===== src/verilog/hyperx_pkg.sv =====
`default_nettype none

package hyperx_pkg;

    localparam int V_ID_WIDTH = 16;
    localparam int V_VALUE_WIDTH = 32;

    // 2 x 4 grid, core index = row * COL_NUM + col
    localparam int ROW_NUM = 2;
    localparam int COL_NUM = 4;
    localparam int CORE_NUM = ROW_NUM * COL_NUM;

    // id bits 1..0 pick the column, bit 2 picks the row
    localparam int COL_FIELD_LSB = 0;
    localparam int COL_FIELD_WIDTH = 2;
    localparam int ROW_FIELD_LSB = COL_FIELD_LSB + COL_FIELD_WIDTH;
    localparam int ROW_FIELD_WIDTH = 1;

    localparam int FIFO_DEPTH = 8;
    localparam int FIFO_ALMOST_FULL = 6;
    localparam int FIFO_PTR_WIDTH = $clog2(FIFO_DEPTH);
    localparam int FIFO_CNT_WIDTH = $clog2(FIFO_DEPTH + 1);

    typedef struct packed {
        logic [V_ID_WIDTH-1:0]    id;
        logic [V_VALUE_WIDTH-1:0] value;
    } vertex_upd_t;

    // which id field a crossbar decodes
    typedef enum logic {
        ROUTE_ROW,
        ROUTE_COL
    } route_field_e;

endpackage

`default_nettype wire


===== src/verilog/vertex_fifo.sv =====
`default_nettype none

module vertex_fifo (
    input  wire                      clk,
    input  wire                      rst,
    input  hyperx_pkg::vertex_upd_t  din,
    input  wire                      wr_en,
    input  wire                      rd_en,
    output hyperx_pkg::vertex_upd_t  dout,
    output logic                     valid,
    output logic                     empty,
    output logic                     almost_full
);

    hyperx_pkg::vertex_upd_t mem [hyperx_pkg::FIFO_DEPTH];

    logic [hyperx_pkg::FIFO_PTR_WIDTH-1:0] wr_ptr;
    logic [hyperx_pkg::FIFO_PTR_WIDTH-1:0] rd_ptr;
    logic [hyperx_pkg::FIFO_CNT_WIDTH-1:0] count;
    logic                                  do_wr;
    logic                                  do_rd;

    assign empty = (count == '0);
    assign valid = !empty;
    assign almost_full = (count >= hyperx_pkg::FIFO_CNT_WIDTH'(hyperx_pkg::FIFO_ALMOST_FULL));

    // head is always visible, a read just advances the pointer
    assign dout = mem[rd_ptr];

    assign do_rd = rd_en && !empty;
    // a full buffer still accepts a write if a read frees a slot
    assign do_wr = wr_en &&
                   ((count != hyperx_pkg::FIFO_CNT_WIDTH'(hyperx_pkg::FIFO_DEPTH)) || do_rd);

    always_ff @(posedge clk) begin
        if (do_wr) begin
            mem[wr_ptr] <= din;
        end
    end

    always_ff @(posedge clk) begin
        if (rst) begin
            wr_ptr <= '0;
            rd_ptr <= '0;
            count  <= '0;
        end else begin
            if (do_wr) begin
                wr_ptr <= wr_ptr + 1'b1;
            end
            if (do_rd) begin
                rd_ptr <= rd_ptr + 1'b1;
            end
            case ({do_wr, do_rd})
                2'b10: count <= count + 1'b1;
                2'b01: count <= count - 1'b1;
                default: count <= count;
            endcase
        end
    end

endmodule

`default_nettype wire


===== src/verilog/hyperx_node.sv =====
`default_nettype none

module hyperx_node (
    input  wire                      clk,
    input  wire                      rst,
    input  hyperx_pkg::vertex_upd_t  front_upd,
    input  wire                      front_valid,
    input  wire                      front_iteration_end,
    input  wire                      dest_full,
    input  wire                      row_read,
    input  hyperx_pkg::vertex_upd_t  row_in_upd,
    input  wire                      row_in_valid,
    input  wire                      col_read,
    input  hyperx_pkg::vertex_upd_t  col_in_upd,
    input  wire                      col_in_valid,
    output hyperx_pkg::vertex_upd_t  row_upd,
    output wire                      row_valid,
    output hyperx_pkg::vertex_upd_t  col_upd,
    output wire                      col_valid,
    output wire                      col_full,
    output wire                      upd_full,
    output hyperx_pkg::vertex_upd_t  upd,
    output wire                      upd_valid,
    output logic                     iteration_end,
    output wire                      stage_full
);

    wire  row_empty;
    wire  col_empty;
    wire  upd_empty;
    wire  upd_head_valid;
    wire  drained;
    logic drained_q;

    // core input, popped by the row crossbar
    vertex_fifo u_row_fifo (
        .clk         (clk),
        .rst         (rst),
        .din         (front_upd),
        .wr_en       (front_valid),
        .rd_en       (row_read),
        .dout        (row_upd),
        .valid       (row_valid),
        .empty       (row_empty),
        .almost_full (stage_full)
    );

    // filled by the row crossbar, popped by the column crossbar
    vertex_fifo u_col_fifo (
        .clk         (clk),
        .rst         (rst),
        .din         (row_in_upd),
        .wr_en       (row_in_valid),
        .rd_en       (col_read),
        .dout        (col_upd),
        .valid       (col_valid),
        .empty       (col_empty),
        .almost_full (col_full)
    );

    vertex_fifo u_upd_fifo (
        .clk         (clk),
        .rst         (rst),
        .din         (col_in_upd),
        .wr_en       (col_in_valid),
        .rd_en       (!dest_full),
        .dout        (upd),
        .valid       (upd_head_valid),
        .empty       (upd_empty),
        .almost_full (upd_full)
    );

    // the head leaves whenever the core can take it
    assign upd_valid = upd_head_valid && !dest_full;

    assign drained = front_iteration_end && !front_valid &&
                     row_empty && col_empty && upd_empty;

    // one pulse on the first drained cycle
    always_ff @(posedge clk) begin
        if (rst) begin
            drained_q     <= 1'b0;
            iteration_end <= 1'b0;
        end else begin
            drained_q     <= drained;
            iteration_end <= drained && !drained_q;
        end
    end

endmodule

`default_nettype wire


===== config.mk =====
export PLATFORM = sky130hd
export DESIGN_NAME = hyperx_node
export DESIGN_NICKNAME = d
export VERILOG_FILES = /design/src/verilog/hyperx_pkg.sv /design/src/verilog/vertex_fifo.sv /design/src/verilog/hyperx_node.sv
export SDC_FILE = /design/constraint.sdc
export NUM_CORES = 1
export LEC_CHECK = 0
export ABC_AREA = 1
export CORE_AREA = 2 2 380 231
export DETAILED_ROUTE_END_ITERATION = 10
export DIE_AREA = 0 0 382 233
export DONT_BUFFER_PORTS = 1
export PLACE_DENSITY = 0.73
export SLEW_MARGIN = 20
export SYNTH_ARGS = -nofsm -noshare
export SYNTH_HDL_FRONTEND = slang
export SYNTH_SLANG_ARGS = --single-unit
export TNS_END_PERCENT = 10

===== constraint.sdc =====
create_clock -name clk -period 4.6 [get_ports clk]
set_clock_uncertainty 0.1 [all_clocks]
set_input_delay 0.69 -clock clk [delete_from_list [all_inputs] [get_ports clk]]
set_output_delay 0.69 -clock clk [all_outputs]
set_load 0.02 [all_outputs]

==> results_tabular.tex <==
\begin{tabular}{lr}
\hline
Metric & Value \\
\hline
\multicolumn{2}{l}{\textbf{Run status}} \\
Result of the run & finished, final reports clean \\
\multicolumn{2}{l}{\textbf{Power}} \\
Pwr per Cell Area & 510 nW/um2 \\
Standby leakage power & 17.6 nW \\
Total power after layout & 26.8 mW \\
Worst-case vdd ir drop & 469 uV \\
\multicolumn{2}{l}{\textbf{STA}} \\
Final total negative setup slack & 0 ns \\
Hold violation count in the final report & 0 \\
Worst relative slew slack & 0.311 \\
Number of failing setup endpoints in the final timing report & 0 \\
Top achievable clock speed & 251 MHz \\
Total count of max-transition violations in the final report & 0 \\
Transition time at the pin with the least slew margin & 1.02 ns \\
RSZ-0062 raised after global routing & false \\
Clock period minus worst slack & 3.98 ns \\
Period utilisation layout & 0.866 \\
\multicolumn{2}{l}{\textbf{Logic synthesis}} \\
Area share of the largest cell type after synthesis & 0.741 \\
Post-Syn Nets & 3717 \\
Register area share after synthesis & 0.759 \\
Library cell with the highest instance count after synthesis & sky130\_fd\_sc\_hd\_\_edfxtp\_1 \\
Flip-flop and latch count after synthesis & 1193 \\
Yosys top cell by area & sky130\_fd\_sc\_hd\_\_edfxtp\_1 \\
Number of warning messages in the yosys log & 0 \\
Leading register cell type out of synthesis & sky130\_fd\_sc\_hd\_\_edfxtp\_1 \\
Number of enable-type register cells in the synthesized netlist & 1152 \\
Cell types occupying the most area after synthesis & sky130\_fd\_sc\_hd\_\_edfxtp\_1, sky130\_fd\_sc\_hd\_\_nor2\_1, sky130\_fd\_sc\_hd\_\_o32ai\_1 \\
Number of instances in the synthesized netlist & 3549 \\
Synthesized area divided by synthesized cell count & 13.2 um2 \\
Top cells by instance count after synthesis & sky130\_fd\_sc\_hd\_\_edfxtp\_1, sky130\_fd\_sc\_hd\_\_nor2\_1, sky130\_fd\_sc\_hd\_\_nand2\_1 \\
Count of different cell masters after synthesis & 25 \\
Fraction of synthesis flops using an asynchronous set or reset pin & 0 \\
Total standard cell area after synthesis & 46700 um2 \\
\multicolumn{2}{l}{\textbf{Clock tree}} \\
Number of buffers created by CTS & 104 \\
Clock Root Buffer & sky130\_fd\_sc\_hd\_\_clkbuf\_16 \\
Worst-skew pair later-pin latency & 0.69 ns \\
Hold buffer count at cts & 145 \\
Number of gates resized after cts & 0 \\
Num Clock Sinks & 1193 \\
Post-CTS Setup Bufs & 0 \\
Clock transition at the register clock pins on the worst setup and hold paths after CTS & 0.07 ns \\
Worst-case clock buffer depth & 3 \\
TritonCTS clock tree & yes \\
Maximum level of the CTS H-tree & 3 \\
\multicolumn{2}{l}{\textbf{Final layout}} \\
\# fillers & 6152 \\
Final design utilization & 0.616 \\
Finished Layout Cells & 4872 \\
Layout cell share with drive strength beyond 1 & 0.0664 \\
Area of all placed cells without fillers & 52500 um2 \\
Layout Area Growth over Synthesis & 12.4\% \\
Net total in the final layout & 3804 \\
\multicolumn{2}{l}{\textbf{Critical path}} \\
Element type at the critical path end & output pin \\
Cell breakdown of the critical path & inv\_6 > buf\_4 > nor2\_1 > o32ai\_1 > nand2\_1 > nand2\_1 \\
Critical path type & flip-flop to output pin \\
Crit path max fanout & 127 \\
Slowest stage cell on the critical path & sky130\_fd\_sc\_hd\_\_inv\_6 \\
Slowest Stage Delay on Critical Path & 0.82 ns \\
Critical Path Source Type & flip-flop \\
Arrival time reported for the critical path endpoint & 3.19 ns \\
R2r setup slk & 1.97 ns \\
Worst endpoint required time & 3.81 ns \\
Cell mode on critical path & sky130\_fd\_sc\_hd\_\_nand2\_1 \\
\multicolumn{2}{l}{\textbf{Routing}} \\
Pre-Repair DR Iteration Count & 8 \\
1st-iter DRT viols & 3191 \\
Total Wirelength & 104 mm \\
Via count & 28.3k \\
Wire per inst & 21.4 um \\
Routed via count divided by cell count & 5.81 \\
DRC & 0 \\
Count of antenna-violating nets left after detailed routing & 0 \\
\multicolumn{2}{l}{\textbf{GRT}} \\
Combined global-route utilization of all metal layers & 0.230 \\
Largest net degree at the start of global routing & 193 \\
Vias in the first global route & 26.5k \\
Antenna violations before repair & 5 \\
First-pass GRT wire length & 159 mm \\
Gr ovfl total & 0 \\
\multicolumn{2}{l}{\textbf{Min path}} \\
Type of the tightest min-delay check & input pin to flip-flop \\
\multicolumn{2}{l}{\textbf{Placement}} \\
Detailed-placement wirelength estimate & 54.4 mm \\
Total instance count after detailed placement & 4532 \\
Cell area after placement & 47700 um2 \\
Number of port buffers & 0 \\
Routability cong. & 0.783 \\
\multicolumn{2}{l}{\textbf{Run}} \\
Max capacitance violation total & 0 \\
\multicolumn{2}{l}{\textbf{Floorplan}} \\
Die Y-Extent & 233 um \\
Effective utilization at floorplan & 0.547 \\
Count of boundary I/O pins & 304 \\
Die width & 382 um \\
FP Rows & 83 \\
Die area & 89000 um2 \\
Area of the core & 85300 um2 \\
\hline
\end{tabular}
[worst max-delay path: cells and delay by family, from the launching register on]
family                 cells  cell delay [ns]
buffers and inverters      2             1.17
AND/OR/NAND/NOR            3             0.39
flip-flops                 1             0.57
AO/OA/AOI/OAI              1             0.28
[path summary, 6_finish.rpt]
check | from | to | cells after the start
min reg2reg | drained_q | iteration_end | 1
min | front_iteration_end | iteration_end | 3
max reg2reg | u_col_fifo.count[1] | u_col_fifo.mem[6][18] | 7
max | flip-flop | col_upd[44] | 6
[cell type report]
| class | instances | area, um2 | share of cell area |
|---|---|---|---|
| Antenna cell | 3 | 7.51 | 0.000143 |
| Timing Repair Buffer | 202 | 2000 | 0.0382 |
| Sequential cell | 1193 | 35400 | 0.675 |
| Inverter | 52 | 210 | 0.00401 |
| Tap cell | 1147 | 1440 | 0.0273 |
| Multi-Input combinational cell | 2083 | 10100 | 0.192 |
| Clock inverter | 63 | 563 | 0.0107 |
| Clock buffer | 129 | 2740 | 0.0522 |
[report_power, final]
part | switching (mW) | internal [mW]
clock network | 3.92 | 4.56
registers | 0.323 | 12.3
logic | 4.14 | 1.53
[kinds of logic after synthesis]
family | share of synthesized area
flops | 0.759
compound gates | 0.0907
fa+ha+maj | 0.00434
simple gates | 0.117
xor+xnor | 0.000563
buf+inv | 0.0292
[placed cells by master, fill, tap and decap left out, types with 6 or more instances in the layout]
cell type	Yosys	final
sky130_fd_sc_hd__nor2_4	0	24
sky130_fd_sc_hd__o32ai_1	288	288
sky130_fd_sc_hd__nand3_1	22	22
sky130_fd_sc_hd__a21oi_1	27	27
sky130_fd_sc_hd__edfxtp_1	1152	1152
sky130_fd_sc_hd__ha_1	13	13
sky130_fd_sc_hd__clkinvlp_4	0	7
sky130_fd_sc_hd__clkbuf_1	117	23
sky130_fd_sc_hd__clkinv_2	0	19
sky130_fd_sc_hd__clkbuf_16	0	106
sky130_fd_sc_hd__clkinv_1	0	22
sky130_fd_sc_hd__nand2_1	490	490
sky130_fd_sc_hd__buf_12	0	10
sky130_fd_sc_hd__o21ai_0	310	310
sky130_fd_sc_hd__buf_4	15	47
sky130_fd_sc_hd__dfxtp_4	0	6
sky130_fd_sc_hd__dfxtp_1	41	32
sky130_fd_sc_hd__dlygate4sd3_1	0	145
sky130_fd_sc_hd__inv_1	49	46
sky130_fd_sc_hd__nor2_1	917	893
[per-layer routing]
| layer | global-route usage | wire (um) |
|---|---|---|
| met1 | 0.338 | 46500 |
| met2 | 0.352 | 48000 |
| met3 | 0.0469 | 7180 |
| met4 | 0.0642 | 2370 |
| met5 | 0 | 41 |
[stage by stage]
| stage | setup WS, ns | hold WS, ns |
|---|---|---|
| floorplan | 0.917 | 0.272 |
| global placement | 1.42 | 0.280 |
| detailed placement | 1.32 | 0.299 |
| CTS | 0.549 | 0.0897 |
| global route | 0.380 | 0.122 |
| finish | 0.616 | 0.143 |
[state kept, by name (all words and copies together), names as in the netlist, named ones only]
name and count:
u_col_fifo.count 4, u_row_fifo.wr_ptr 3, u_col_fifo.wr_ptr 3, drained_q 1
u_col_fifo.mem 384, u_upd_fifo.wr_ptr 3, u_upd_fifo.rd_ptr 3, iteration_end 1
u_row_fifo.mem 384, u_upd_fifo.count 4, u_row_fifo.count 4, u_row_fifo.rd_ptr 3
u_col_fifo.rd_ptr 3, u_upd_fifo.mem 384
(Power assumes the default switching activity.)
